`config.mk`:
```
export PLATFORM = sky130hd
export DESIGN_NAME = exu_top
export DESIGN_NICKNAME = d
export VERILOG_FILES = /design/src/exu_pkg.sv /design/src/dec_if.sv /design/src/disp_if.sv /design/src/decode_stage.sv /design/src/dispatch_logic.sv /design/src/exec_stage.sv /design/src/exu_top.sv
export SDC_FILE = /design/constraint.sdc
export NUM_CORES = 1
export LEC_CHECK = 0
export BUFFER_PORTS_ARGS = -buffer_cell sky130_fd_sc_hd__buf_4
export CORE_ASPECT_RATIO = 2
export CORE_MARGIN = 2
export CORE_UTILIZATION = 40
export CTS_CLUSTER_DIAMETER = 100
export CTS_CLUSTER_SIZE = 24
export DETAILED_ROUTE_END_ITERATION = 16
export PLACE_DENSITY = 0.57
export SLEW_MARGIN = 20
export SYNTH_ARGS = -nofsm -noshare
export SYNTH_HDL_FRONTEND = slang
export SYNTH_SLANG_ARGS = --single-unit
```
`constraint.sdc`:
```
create_clock -name clk_i -period 25.2 [get_ports clk_i]
set_input_delay 3.78 -clock clk_i [delete_from_list [all_inputs] [get_ports clk_i]]
set_output_delay 3.78 -clock clk_i [all_outputs]
set_load 0.02 [all_outputs]
```
`src/exu_pkg.sv`:
```
/*
 Shared types for the RV32I execute pipeline. Every stage imports the
 unit groups, the operation encodings and the per-group decode-info word
*/
package exu_pkg;

    typedef enum logic [2:0] {
        GRP_ALU, GRP_BJP, GRP_MEM, GRP_SYS, GRP_ILLEGAL
    } grp_e;

    typedef enum logic [3:0] {
        ALU_ADD, ALU_SUB, ALU_SLT, ALU_SLTU, ALU_SLL, ALU_SRL,
        ALU_SRA, ALU_AND, ALU_OR, ALU_XOR, ALU_LUI, ALU_AUIPC
    } alu_op_e;

    typedef enum logic [2:0] {
        BJP_JAL, BJP_JALR, BJP_BEQ, BJP_BNE, BJP_BLT, BJP_BGE, BJP_BLTU, BJP_BGEU
    } bjp_op_e;

    typedef enum logic [2:0] {
        MEM_LB, MEM_LH, MEM_LW, MEM_LBU, MEM_LHU, MEM_SB, MEM_SH, MEM_SW
    } mem_op_e;

    typedef enum logic [2:0] {
        SYS_NOP, SYS_FENCE, SYS_ECALL, SYS_EBREAK, SYS_MRET
    } sys_op_e;

    // Views of the 8-bit info word padded to the same width
    typedef struct packed {
        logic [2:0] pad;
        logic       op2_imm;  // Immediate replaces rs2
        alu_op_e    op;
    } alu_info_t;

    typedef struct packed {
        logic [4:0] pad;
        bjp_op_e    op;
    } bjp_info_t;

    typedef struct packed {
        logic [3:0] pad;
        logic       is_store;
        mem_op_e    op;
    } mem_info_t;

    typedef struct packed {
        logic [4:0] pad;
        sys_op_e    op;
    } sys_info_t;

    // Read through the view that matches grp_e
    typedef union packed {
        alu_info_t alu;
        bjp_info_t bjp;
        mem_info_t mem;
        sys_info_t sys;
    } dec_info_u;

    typedef enum logic [2:0] {
        UNIT_ADDER, UNIT_SHIFTER, UNIT_BJP, UNIT_MEM, UNIT_NONE
    } unit_e;

endpackage

```
`src/dec_if.sv`:
```
/*
 Decode to dispatch stream. Transfer on a rising edge with valid and
 ready high, payload held stable while stalled
*/
`timescale 1ns/1ns

interface dec_if import exu_pkg::*; ();

    logic        valid;
    logic        ready;
    grp_e        grp;
    dec_info_u   info;
    logic [31:0] imm;
    logic [31:0] pc;
    logic [31:0] rs1_val;
    logic [31:0] rs2_val;

    modport src (output valid, grp, info, imm, pc, rs1_val, rs2_val, input ready);
    modport dst (input valid, grp, info, imm, pc, rs1_val, rs2_val, output ready);

endinterface

```
`src/disp_if.sv`:
```
/*
 Dispatch to execute stream carrying the selected unit, its operands
 and the finished memory request fields
*/
`timescale 1ns/1ns

interface disp_if import exu_pkg::*; ();

    logic        valid;
    logic        ready;
    unit_e       unit;
    dec_info_u   info;
    grp_e        grp;
    logic [31:0] op1;
    logic [31:0] op2;
    logic [31:0] jump_base;
    logic [31:0] jump_offset;
    logic [31:0] mem_addr;
    logic [ 3:0] mem_wmask;
    logic [31:0] mem_wdata;
    logic        misaligned;

    modport src (output valid, unit, info, grp, op1, op2, jump_base, jump_offset,
                 mem_addr, mem_wmask, mem_wdata, misaligned, input ready);
    modport dst (input valid, unit, info, grp, op1, op2, jump_base, jump_offset,
                 mem_addr, mem_wmask, mem_wdata, misaligned, output ready);

endinterface

```
`src/decode_stage.sv`:
```
/*
 First pipeline stage. Decodes an RV32I word into group, info and
 immediate and holds the result in a single output slot
*/
`timescale 1ns/1ns

module decode_stage import exu_pkg::*; (
    input  logic        clk_i,
    input  logic        rst_n_i,
    input  logic        in_valid_i,
    output logic        in_ready_o,
    input  logic [31:0] instr_i,
    input  logic [31:0] pc_i,
    input  logic [31:0] rs1_val_i,
    input  logic [31:0] rs2_val_i,
    dec_if.src          dec_o
);

    logic [ 6:0] opcode;
    logic [ 2:0] funct3;
    logic [ 6:0] funct7;
    logic [31:0] imm_i;
    logic [31:0] imm_s;
    logic [31:0] imm_b;
    logic [31:0] imm_u;
    logic [31:0] imm_j;
    alu_op_e     alu_op;
    logic        alu_ok;
    grp_e        grp;
    dec_info_u   info;
    logic [31:0] imm;

    assign opcode = instr_i[6:0];
    assign funct3 = instr_i[14:12];
    assign funct7 = instr_i[31:25];

    assign imm_i = {{20{instr_i[31]}}, instr_i[31:20]};
    assign imm_s = {{20{instr_i[31]}}, instr_i[31:25], instr_i[11:7]};
    assign imm_b = {{19{instr_i[31]}}, instr_i[31], instr_i[7], instr_i[30:25],
                    instr_i[11:8], 1'b0};
    assign imm_u = {instr_i[31:12], 12'h000};
    assign imm_j = {{11{instr_i[31]}}, instr_i[31], instr_i[19:12], instr_i[20],
                    instr_i[30:21], 1'b0};

    // OP and OP-IMM share funct3; opcode[5] marks the register form
    always_comb begin
        case (funct3)
            3'b000:  alu_op = (opcode[5] && funct7[5]) ? ALU_SUB : ALU_ADD;
            3'b001:  alu_op = ALU_SLL;
            3'b010:  alu_op = ALU_SLT;
            3'b011:  alu_op = ALU_SLTU;
            3'b100:  alu_op = ALU_XOR;
            3'b101:  alu_op = funct7[5] ? ALU_SRA : ALU_SRL;
            3'b110:  alu_op = ALU_OR;
            default: alu_op = ALU_AND;
        endcase
    end

    assign alu_ok = (funct7 == 7'b0000000) ||
                    (funct7 == 7'b0100000 && (funct3 == 3'b101 ||
                                              (opcode[5] && funct3 == 3'b000))) ||
                    (!opcode[5] && funct3 != 3'b001 && funct3 != 3'b101);

    always_comb begin
        grp  = GRP_ILLEGAL;
        info = '0;
        imm  = '0;
        case (opcode)
            7'b0110111, 7'b0010111: begin  // LUI, AUIPC
                grp              = GRP_ALU;
                info.alu.op      = opcode[5] ? ALU_LUI : ALU_AUIPC;
                info.alu.op2_imm = 1'b1;
                imm              = imm_u;
            end
            7'b0010011, 7'b0110011: begin
                grp              = alu_ok ? GRP_ALU : GRP_ILLEGAL;
                info.alu.op      = alu_op;
                info.alu.op2_imm = !opcode[5];
                imm              = imm_i;
            end
            7'b1101111: begin
                grp         = GRP_BJP;
                info.bjp.op = BJP_JAL;
                imm         = imm_j;
            end
            7'b1100111: begin
                grp         = (funct3 == 3'b000) ? GRP_BJP : GRP_ILLEGAL;
                info.bjp.op = BJP_JALR;
                imm         = imm_i;
            end
            7'b1100011: begin
                grp = GRP_BJP;
                imm = imm_b;
                case (funct3)
                    3'b000:  info.bjp.op = BJP_BEQ;
                    3'b001:  info.bjp.op = BJP_BNE;
                    3'b100:  info.bjp.op = BJP_BLT;
                    3'b101:  info.bjp.op = BJP_BGE;
                    3'b110:  info.bjp.op = BJP_BLTU;
                    3'b111:  info.bjp.op = BJP_BGEU;
                    default: grp = GRP_ILLEGAL;
                endcase
            end
            7'b0000011: begin
                grp = GRP_MEM;
                imm = imm_i;
                case (funct3)
                    3'b000:  info.mem.op = MEM_LB;
                    3'b001:  info.mem.op = MEM_LH;
                    3'b010:  info.mem.op = MEM_LW;
                    3'b100:  info.mem.op = MEM_LBU;
                    3'b101:  info.mem.op = MEM_LHU;
                    default: grp = GRP_ILLEGAL;
                endcase
            end
            7'b0100011: begin
                grp               = (funct3 < 3'b011) ? GRP_MEM : GRP_ILLEGAL;
                info.mem.is_store = 1'b1;
                info.mem.op       = (funct3 == 3'b000) ? MEM_SB :
                                    (funct3 == 3'b001) ? MEM_SH : MEM_SW;
                imm               = imm_s;
            end
            7'b0001111: begin
                // FENCE.I has nothing to flush here
                grp         = (funct3 < 3'b010) ? GRP_SYS : GRP_ILLEGAL;
                info.sys.op = funct3[0] ? SYS_NOP : SYS_FENCE;
            end
            7'b1110011: begin
                grp = GRP_SYS;
                case (instr_i)
                    32'h0000_0073: info.sys.op = SYS_ECALL;
                    32'h0010_0073: info.sys.op = SYS_EBREAK;
                    32'h3020_0073: info.sys.op = SYS_MRET;
                    default:       grp = GRP_ILLEGAL;
                endcase
            end
            default: grp = GRP_ILLEGAL;
        endcase
    end

    assign in_ready_o = !dec_o.valid || dec_o.ready;

    always_ff @(posedge clk_i) begin
        if (!rst_n_i) begin
            dec_o.valid <= 1'b0;
        end else if (in_ready_o) begin
            dec_o.valid <= in_valid_i;  // Slot free or draining
        end
    end

    always_ff @(posedge clk_i) begin
        if (in_valid_i && in_ready_o) begin
            dec_o.grp     <= grp;
            dec_o.info    <= info;
            dec_o.imm     <= imm;
            dec_o.pc      <= pc_i;
            dec_o.rs1_val <= rs1_val_i;
            dec_o.rs2_val <= rs2_val_i;
        end
    end

endmodule

```
`src/dispatch_logic.sv`:
```
/*
 Second pipeline stage. Picks the functional unit and its operands, and
 builds the memory address, store lanes and misalignment flag
*/
`timescale 1ns/1ns

module dispatch_logic import exu_pkg::*; (
    input  logic clk_i,
    input  logic rst_n_i,
    dec_if.dst   dec_i,
    disp_if.src  disp_o
);

    logic        op_alu;
    logic        op_bjp;
    logic        op_mem;
    logic        is_jalr;
    logic        is_jump;
    unit_e       unit;
    logic [31:0] op1;
    logic [31:0] op2;
    logic [31:0] jump_base;
    logic [31:0] jump_offset;
    logic [31:0] addr;
    logic [ 3:0] wmask;
    logic [31:0] wdata;
    logic        misaligned;

    assign op_alu  = (dec_i.grp == GRP_ALU);
    assign op_bjp  = (dec_i.grp == GRP_BJP);
    assign op_mem  = (dec_i.grp == GRP_MEM);
    assign is_jalr = op_bjp && (dec_i.info.bjp.op == BJP_JALR);
    assign is_jump = is_jalr || (op_bjp && dec_i.info.bjp.op == BJP_JAL);

    always_comb begin
        unit = UNIT_NONE;
        op1  = '0;
        op2  = '0;
        if (op_alu) begin
            case (dec_i.info.alu.op)
                ALU_SLL, ALU_SRL, ALU_SRA,
                ALU_AND, ALU_OR, ALU_XOR: unit = UNIT_SHIFTER;
                default:                  unit = UNIT_ADDER;
            endcase
            op1 = (dec_i.info.alu.op == ALU_LUI)   ? 32'h0    :
                  (dec_i.info.alu.op == ALU_AUIPC) ? dec_i.pc : dec_i.rs1_val;
            op2 = dec_i.info.alu.op2_imm ? dec_i.imm : dec_i.rs2_val;
        end else if (op_bjp) begin
            unit = UNIT_BJP;
            // Jumps reuse the adder for the link value pc + 4
            op1  = is_jump ? dec_i.pc : dec_i.rs1_val;
            op2  = is_jump ? 32'd4    : dec_i.rs2_val;
        end else if (op_mem) begin
            unit = UNIT_MEM;
        end
    end

    assign jump_base   = is_jalr ? dec_i.rs1_val : op_bjp ? dec_i.pc : 32'h0;
    assign jump_offset = op_bjp ? dec_i.imm : 32'h0;

    assign addr = op_mem ? dec_i.rs1_val + dec_i.imm : 32'h0;

    // Store lanes follow addr[1:0]; loads leave mask and data at zero
    always_comb begin
        wmask      = 4'b0000;
        wdata      = '0;
        misaligned = 1'b0;
        if (op_mem) begin
            case (dec_i.info.mem.op)
                MEM_SB: begin
                    wmask = 4'b0001 << addr[1:0];
                    wdata = {24'h0, dec_i.rs2_val[7:0]} << {addr[1:0], 3'b000};
                end
                MEM_SH: begin
                    wmask      = addr[1] ? 4'b1100 : 4'b0011;
                    wdata      = addr[1] ? {dec_i.rs2_val[15:0], 16'h0} :
                                           {16'h0, dec_i.rs2_val[15:0]};
                    misaligned = addr[0];
                end
                MEM_SW: begin
                    wmask      = 4'b1111;
                    wdata      = dec_i.rs2_val;
                    misaligned = |addr[1:0];
                end
                MEM_LH, MEM_LHU: misaligned = addr[0];
                MEM_LW:          misaligned = |addr[1:0];
                MEM_LB, MEM_LBU: misaligned = 1'b0;  // Any byte address is fine
                default:         misaligned = 1'b0;
            endcase
        end
    end

    assign dec_i.ready = !disp_o.valid || disp_o.ready;

    always_ff @(posedge clk_i) begin
        if (!rst_n_i) begin
            disp_o.valid <= 1'b0;
        end else if (dec_i.ready) begin
            disp_o.valid <= dec_i.valid;
        end
    end

    always_ff @(posedge clk_i) begin
        if (dec_i.valid && dec_i.ready) begin
            disp_o.unit        <= unit;
            disp_o.info        <= dec_i.info;
            disp_o.grp         <= dec_i.grp;
            disp_o.op1         <= op1;
            disp_o.op2         <= op2;
            disp_o.jump_base   <= jump_base;
            disp_o.jump_offset <= jump_offset;
            disp_o.mem_addr    <= addr;
            disp_o.mem_wmask   <= wmask;
            disp_o.mem_wdata   <= wdata;
            disp_o.misaligned  <= misaligned;
        end
    end

endmodule

```
`src/exec_stage.sv`:
```
/*
 Last pipeline stage. Runs the adder, shifter and branch units and
 registers write-back, branch and memory request results
*/
`timescale 1ns/1ns

module exec_stage import exu_pkg::*; (
    input  logic        clk_i,
    input  logic        rst_n_i,
    disp_if.dst         disp_i,
    output logic        out_valid_o,
    input  logic        out_ready_i,
    output logic        rd_we_o,
    output logic [31:0] rd_wdata_o,
    output logic        br_taken_o,
    output logic [31:0] br_target_o,
    output logic        mem_req_o,
    output logic        mem_we_o,
    output logic [31:0] mem_addr_o,
    output logic [ 3:0] mem_wmask_o,
    output logic [31:0] mem_wdata_o,
    output logic        misaligned_o,
    output logic        illegal_o
);

    logic [31:0] sum;
    logic [32:0] diff;
    logic        lt;
    logic        ltu;
    logic [31:0] adder_res;
    logic [31:0] shift_res;
    logic        is_bjp;
    logic        is_jalr;
    logic        is_jump;
    logic        taken;
    logic [31:0] target;
    logic [31:0] wb_data;
    logic        wb_en;
    logic        req;

    assign sum  = disp_i.op1 + disp_i.op2;
    assign diff = {1'b0, disp_i.op1} - {1'b0, disp_i.op2};
    assign ltu  = diff[32];  // Borrow out
    assign lt   = (disp_i.op1[31] != disp_i.op2[31]) ? disp_i.op1[31] : diff[31];

    always_comb begin
        case (disp_i.info.alu.op)
            ALU_SUB:  adder_res = diff[31:0];
            ALU_SLT:  adder_res = {31'h0, lt};
            ALU_SLTU: adder_res = {31'h0, ltu};
            default:  adder_res = sum;  // ADD, LUI, AUIPC
        endcase
    end

    always_comb begin
        case (disp_i.info.alu.op)
            ALU_SLL: shift_res = disp_i.op1 << disp_i.op2[4:0];
            ALU_SRL: shift_res = disp_i.op1 >> disp_i.op2[4:0];
            ALU_SRA: shift_res = $signed(disp_i.op1) >>> disp_i.op2[4:0];
            ALU_AND: shift_res = disp_i.op1 & disp_i.op2;
            ALU_OR:  shift_res = disp_i.op1 | disp_i.op2;
            default: shift_res = disp_i.op1 ^ disp_i.op2;
        endcase
    end

    assign is_bjp  = (disp_i.grp == GRP_BJP);
    assign is_jalr = is_bjp && (disp_i.info.bjp.op == BJP_JALR);
    assign is_jump = is_jalr || (is_bjp && disp_i.info.bjp.op == BJP_JAL);

    always_comb begin
        case (disp_i.info.bjp.op)
            BJP_BEQ:  taken = (disp_i.op1 == disp_i.op2);
            BJP_BNE:  taken = (disp_i.op1 != disp_i.op2);
            BJP_BLT:  taken = lt;
            BJP_BGE:  taken = !lt;
            BJP_BLTU: taken = ltu;
            BJP_BGEU: taken = !ltu;
            default:  taken = 1'b1;  // JAL, JALR
        endcase
        taken = taken && is_bjp;
    end

    // JALR target has bit 0 cleared
    assign target = (disp_i.jump_base + disp_i.jump_offset) & ~{31'h0, is_jalr};

    always_comb begin
        case (disp_i.unit)
            UNIT_ADDER:   wb_data = adder_res;
            UNIT_SHIFTER: wb_data = shift_res;
            UNIT_BJP:     wb_data = is_jump ? sum : 32'h0;
            default:      wb_data = 32'h0;  // Load data returns elsewhere
        endcase
    end

    assign req   = (disp_i.grp == GRP_MEM) && !disp_i.misaligned;
    assign wb_en = (disp_i.grp == GRP_ALU) || is_jump || (req && !disp_i.info.mem.is_store);

    assign disp_i.ready = !out_valid_o || out_ready_i;

    always_ff @(posedge clk_i) begin
        if (!rst_n_i) begin
            out_valid_o <= 1'b0;
        end else if (disp_i.ready) begin
            out_valid_o <= disp_i.valid;
        end
    end

    always_ff @(posedge clk_i) begin
        if (disp_i.valid && disp_i.ready) begin
            rd_we_o      <= wb_en;
            rd_wdata_o   <= wb_data;
            br_taken_o   <= taken;
            br_target_o  <= is_bjp ? target : 32'h0;
            mem_req_o    <= req;
            mem_we_o     <= req && disp_i.info.mem.is_store;
            mem_addr_o   <= disp_i.mem_addr;
            mem_wmask_o  <= disp_i.mem_wmask;
            mem_wdata_o  <= disp_i.mem_wdata;
            misaligned_o <= disp_i.misaligned;
            illegal_o    <= (disp_i.grp == GRP_ILLEGAL);
        end
    end

endmodule

```
`src/exu_top.sv`:
```
/*
 RV32I execute subsystem top. Chains decode, dispatch and execute with
 valid/ready streams, three cycles from accept to result
*/
`timescale 1ns/1ns

module exu_top (
    input  logic        clk_i,
    input  logic        rst_n_i,
    input  logic        in_valid_i,
    output logic        in_ready_o,
    input  logic [31:0] instr_i,
    input  logic [31:0] pc_i,
    input  logic [31:0] rs1_val_i,
    input  logic [31:0] rs2_val_i,
    output logic        out_valid_o,
    input  logic        out_ready_i,
    output logic        rd_we_o,
    output logic [31:0] rd_wdata_o,
    output logic        br_taken_o,
    output logic [31:0] br_target_o,
    output logic        mem_req_o,
    output logic        mem_we_o,
    output logic [31:0] mem_addr_o,
    output logic [ 3:0] mem_wmask_o,
    output logic [31:0] mem_wdata_o,
    output logic        misaligned_o,
    output logic        illegal_o
);

    dec_if  dec_bus ();
    disp_if disp_bus ();

    decode_stage u_decode (
        .clk_i      (clk_i),
        .rst_n_i    (rst_n_i),
        .in_valid_i (in_valid_i),
        .in_ready_o (in_ready_o),
        .instr_i    (instr_i),
        .pc_i       (pc_i),
        .rs1_val_i  (rs1_val_i),
        .rs2_val_i  (rs2_val_i),
        .dec_o      (dec_bus.src)
    );

    dispatch_logic u_dispatch (
        .clk_i   (clk_i),
        .rst_n_i (rst_n_i),
        .dec_i   (dec_bus.dst),
        .disp_o  (disp_bus.src)
    );

    exec_stage u_exec (
        .clk_i        (clk_i),
        .rst_n_i      (rst_n_i),
        .disp_i       (disp_bus.dst),
        .out_valid_o  (out_valid_o),
        .out_ready_i  (out_ready_i),
        .rd_we_o      (rd_we_o),
        .rd_wdata_o   (rd_wdata_o),
        .br_taken_o   (br_taken_o),
        .br_target_o  (br_target_o),
        .mem_req_o    (mem_req_o),
        .mem_we_o     (mem_we_o),
        .mem_addr_o   (mem_addr_o),
        .mem_wmask_o  (mem_wmask_o),
        .mem_wdata_o  (mem_wdata_o),
        .misaligned_o (misaligned_o),
        .illegal_o    (illegal_o)
    );

endmodule

```
Yosys cells after proc, flatten, opt, wreduce, memory -nomap -nowiden
Cells that the tools add are included.
{"block": "totals", "reg_bits": 484, "input_bits": 132, "out_inout_bits": 140, "elab_cells": 211}
{"block": "classes", "n_addsub": 4, "order_cmp": 2, "n_eq_ne": 63, "shift": 5, "mux": 49, "bitwise_logic": 5, "n_reduce_logical": 51}
{"op": "32-bit 2-to-1 mux", "n": 13}
{"op": "32-bit case mux with 5 select lines", "n": 2}
{"op": "32-bit case mux with 3 select lines", "n": 3}
{"op": "32-bit adder", "n": 3}
{"op": "32-bit AND", "n": 2}
{"op": "3-bit equality test (second input constant)", "n": 13}
{"op": "3-bit 2-to-1 mux", "n": 11}
{"op": "32-bit by 32-bit subtractor with 33-bit output", "n": 1}
{"op": "32-bit by 21-bit equality test with 1-bit output (second input constant)", "n": 1}
{"op": "32-bit by 30-bit equality test with 1-bit output (second input constant)", "n": 1}
{"op": "32-bit equality test", "n": 1}
{"op": "32-bit by 7-bit equality test with 1-bit output (second input constant)", "n": 1}
{"op": "4-bit by 3-bit equality test with 1-bit output (second input constant)", "n": 8}
{"op": "32-bit inequality test", "n": 1}
{"op": "1-bit inverter with 32-bit output", "n": 1}
{"op": "32-bit bitwise OR", "n": 1}
{"op": "32-bit by 5-bit << shifter with 32-bit output", "n": 1}
{"op": "8-bit by 5-bit << shifter with 32-bit output", "n": 1}
{"op": "32-bit by 5-bit right shift with 32-bit output", "n": 1}
{"op": "32-bit by 5-bit >>> shifter with 32-bit output", "n": 1}
{"op": "32-bit bitwise XOR", "n": 1}
{"op": "7-bit by 6-bit equality test with 1-bit output (second input constant)", "n": 4}
{"op": "7-bit equality test (second input constant)", "n": 4}
{"op": "4-bit case mux with 7 select lines", "n": 1}
{"op": "other kinds (35)", "n": 102}

Depth between registers and ports, before layout
{"block": "logic_depth", "depth_word": 8, "mapped_depth": 21, "depth_no_buf": 16}

By module
From an unflattened synthesis, not the netlist that was laid out.
{"block": "unflattened", "cells_unflattened": 2762, "hier_area_um2": 30022.5}
{"mod": "exec_stage", "n_inst": 1, "cells_each": 1664, "area_per_inst_um2": 14675.3, "seq_area_each_um2": 4164.0}
{"mod": "dispatch_logic", "n_inst": 1, "cells_each": 755, "area_per_inst_um2": 9998.3, "seq_area_each_um2": 6356.1}
{"mod": "decode_stage", "n_inst": 1, "cells_each": 343, "area_per_inst_um2": 5348.9, "seq_area_each_um2": 4103.9}

Worst setup path after synthesis
OpenSTA, ideal clock, no wires.
{"block": "synth_path", "path_type": "input port to flip-flop", "from": "in out_ready_i", "to": "reg u_dispatch.disp_o.grp[0], enable pin", "setup_ns": 1.091, "arrival_time_ns": 18.780, "required_time_ns": 24.109, "slack_ns": 5.329, "path_stages": 2, "n_path_buf": 0, "path_cell_list": "nor2b_1 > a21boi_0"}
{"block": "synth_between", "elab_chain_cells": 3}
{"item": "from (decl)", "line_no": "exu_top.sv:17", "rtl": "input logic out_ready_i,"}
{"item": "1-bit logical OR", "line_no": "exec_stage.sv:98", "rtl": "assign disp_i.ready = !out_valid_o || out_ready_i;"}
{"item": "1-bit logical OR", "line_no": "dispatch_logic.sv:93", "rtl": "assign dec_i.ready = !disp_o.valid || disp_o.ready;"}
{"item": "1-bit logical AND", "line_no": "dispatch_logic.sv:104", "rtl": "if (dec_i.valid && dec_i.ready) begin"}
{"item": "to (decl)", "line_no": "disp_if.sv:23", "rtl": "modport src (output valid, unit, info, grp, op1, op2, jump_base, jump_offset,"}
No other way between the ends.
A chain may end at the register's enable or synchronous reset.

Worst setup path after layout
{"block": "layout_path", "from": "in out_ready_i", "to": "out in_ready_o"}
{"block": "layout_between", "elab_chain_cells": 3}
{"item": "1-bit logical OR", "line_no": "exec_stage.sv:98"}
{"item": "1-bit logical OR", "line_no": "dispatch_logic.sv:93"}
{"item": "1-bit logical OR", "line_no": "decode_stage.sv:141", "rtl": "assign in_ready_o = !dec_o.valid || dec_o.ready;"}
{"item": "to (decl)", "line_no": "exu_top.sv:11", "rtl": "output logic in_ready_o,"}
No other way between the ends.

==> impl_results.md <==
- Gpl congestion: 0.9982
- Worst VDD drop: 0.05152 mV
- Die Span X: 196.2 um
- Worst Clk Skew: 0.02455 ns
- Setup bufs post-CTS: 0
- Filler instances: 6944
- Slew @ Worst Pin: 1.060 ns
- Initial antenna violation count: 1
- Ranking of synthesized cells by area: edfxtp_1, ha_1, nor2_1
- GRT Overall Usage: 29.28%
- Die height: 388.3 um
- Slew HR: 27.51%
- Ports: 272
- Routed vias/inst: 6.182
- Clock Pin Slew Worst Setup and Hold Paths: 0.10 ns
- RSZ-0062 raised after global routing: false
- Met2 global-route usage: 55.35%
- Min Tclk post-route: 8.647 ns
- Placed cell area: 32480 sq um
- Initial Util: 40.16%
- Hold-fix buffers, CTS: 0
- Synth-to-Final Area Change: 12.43%
- Register area: 14500 sq um
- Routed vias: 24380
- Die ar.: 76180 sq um
- Final worst slack: 16.55 ns
- Most used DFF post-synth: edfxtp_1
- Antenna Nets Post-Route: 0
- Yosys top cell area share: 48.89%
- DR WL/cell: 28.66 um
- Min-delay worst type: reg2reg
- CTS Buf Count: 25
- Cells after DPL: 3905
- Seq cells post-synth: 484
- Leading area contributor after synthesis: edfxtp_1
- Antenna cells: 0
- Post-layout nets: 3300
- Met1 Resource Use GR: 29.84%
- Post-synth ARST share: 0%
- Final wirelength: 113000 um
- Worst slack, placed: 16.56 ns
- CP startpoint kind: input port
- Setup CP Type: in2out
- CTS Sinks: 484
- First-pass GRT wire length: 163400 um
- Core area: 73570 sq um
- Max frequency: 0.1156 GHz
- YS warnings: 0
- Final period utilization: 34.31%
- DR pass1 iterations: 6
- Largest net degree at the start of global routing: 161
- Post-cts resize count: 0
- Floorplan row count: 141
- Post-layout instance area: 33220 sq um
- Worst skew pair latency: 0.61 ns
- Avg Inst Size Synth: 10.47 sq um
- Final hold vios: 0
- Gate Count Post-Synth: 2823
- Critical path fanouts, max: 6
- Yosys cell types: 97
- Layout cells sized above 1: 14.93%
- WP data required: 21.42 ns
- Post-synth EDFFs: 481
- Clk buf depth: 3
- Data arrival, critical path: 4.87 ns
- Syn Nets: 3119
- Crit end category: output pin
- Port bufs: 271
- Clock root buffer: clkbuf_16
- TNS Setup: 0 ns
- Vias in the first global route: 24420
- Lkg Pwr: 12.59 nW
- Met3 Use GR: 2.716%
- Grt peak-use layer: met2
- Most common cell in the netlist: edfxtp_1
- Commonest cells in the netlist: edfxtp_1, nor2_1, a21oi_1
- Final core occ: 45.15%
- Finished Layout Cells: 3944
- Max-slew violations: 0
- Register area share after synthesis: 49.09%
- Power Density: 56.65 nW/um^2
- 1st-iter DRT viols: 2129
- Gr ovfl total: 0
- CTS H-tree depth: 1
- CTS tree: built
- Dpl hpwl: 88580 um
- Multi-input gate area: 13920 sq um
- Synth Cell Area: 29540 sq um
- Max-cap violation count: 0
- Setup-failing EPs final: 0
- Remaining DRCs: 0
- Outcome: completed
[critical path: stages]
cell,delay [ns]
buf_4,0.11
nor2b_1,0.57
nand3_1,0.21
buf_4,0.20
[where the power goes]
part / leakage [nW] / switching, mW / total, mW / internal [mW]
clock: 0.346 / 0.261 / 0.449 / 0.188
combinational: 7.97 / 0.282 / 0.444 / 0.161
sequential: 4.27 / 0.0509 / 0.989 / 0.938
total: 12.6 / 0.594 / 1.88 / 1.29
[kinds of logic after synthesis]
logic type / Yosys count / share of synthesized area, %
flops: 484 / 49.09
simple gates: 821 / 12.84
mux: 123 / 5.167
fa+ha+maj: 164 / 7.072
buf+inv: 294 / 4.074
compound gates: 882 / 20.13
xor+xnor: 55 / 1.630
[path summary, 6_finish.rpt]
kind                                                               startpoint  slack, ns                          endpoint  cells after the start
worst min-delay path            u_dispatch.disp_o.mem_wdata[18]$_SDFFCE_PP0P_       0.42  u_exec.mem_wdata_o[18]$_DFFE_PP_                      0
worst max-delay path                                              out_ready_i      16.55                        in_ready_o                      4
worst min register to register  u_dispatch.disp_o.mem_wdata[18]$_SDFFCE_PP0P_       0.42  u_exec.mem_wdata_o[18]$_DFFE_PP_                      0
worst max register to register             u_dispatch.disp_o.op2[2]$_DFFE_PP_      19.79   u_exec.rd_wdata_o[31]$_DFFE_PP_                     16
[cell usage in the layout (no fill, tap or decap), types with 13 or more instances in the layout]
| master | synthesis | routed |
|---|---|---|
| edfxtp_1 | 481 | 481 |
| buf_4 | 7 | 322 |
| nor2_1 | 298 | 297 |
| a21oi_1 | 219 | 219 |
| nand2_1 | 218 | 218 |
| ha_1 | 159 | 159 |
| o21ai_0 | 155 | 155 |
| inv_1 | 119 | 119 |
| a21o_1 | 70 | 70 |
| mux2i_1 | 70 | 70 |
| a22o_1 | 67 | 67 |
| nor3_1 | 59 | 55 |
| and3_1 | 47 | 47 |
| a211oi_1 | 39 | 38 |
| xnor2_1 | 35 | 35 |
| and2_1 | 32 | 32 |
| nand3_1 | 32 | 32 |
| o22ai_1 | 33 | 32 |
| mux2_2 | 31 | 31 |
| a221oi_1 | 29 | 29 |
| a22oi_1 | 27 | 27 |
| o211ai_1 | 25 | 25 |
| clkbuf_16 | 0 | 25 |
| nor2b_1 | 23 | 22 |
| o21bai_1 | 22 | 22 |
| o21a_1 | 21 | 20 |
| nand2b_1 | 20 | 20 |
| xor2_1 | 20 | 20 |
| nor4_1 | 19 | 19 |
| mux4_2 | 19 | 19 |
| a31oi_1 | 19 | 18 |
| or3_1 | 16 | 16 |
| nand4_1 | 16 | 16 |
| o31ai_1 | 14 | 14 |
| o221ai_1 | 13 | 13 |
[area by class of cell]
type / instances / area share [%]
clock buffers: 34 / 1.985
well taps: 929 / 3.499
clock inverters: 4 / 0.1733
multi-input cells: 2045 / 41.89
flip-flops and latches: 484 / 43.66
inverters: 124 / 1.401
repair buffers: 324 / 7.383
[metrics by stage]
stage,power (mW),hold slack [ns]
after CTS,1.888,0.4263
after global routing,1.955,0.4300
after floorplan,1.279,0.4003
after detailed placement,1.442,0.4045
final,1.882,0.4224
after global placement,1.436,0.4032
[state kept, by name, indices dropped and copies added, names as in the netlist, 5 cells and up]
register and flops:
u_decode.dec_o.info 5, u_dispatch.disp_o.jump_base 32, u_dispatch.disp_o.mem_addr 32, u_dispatch.disp_o.op1 32, u_exec.br_target_o 32, u_dispatch.disp_o.mem_wdata 32, u_exec.rd_wdata_o 32, u_decode.dec_o.rs2_val 32
u_dispatch.disp_o.op2 32, u_decode.dec_o.pc 32, u_decode.dec_o.imm 32, u_dispatch.disp_o.jump_offset 32, u_exec.mem_wdata_o 32, u_exec.mem_addr_o 32, u_decode.dec_o.rs1_val 32
[routing by layer]
metal	up-vias	part of all wire [%]
li1	11020	-
met1	11950	33
met2	1107	53
met3	297	4.9
met4	0	8.5
met5	-	0
(Power assumes the default switching activity.)
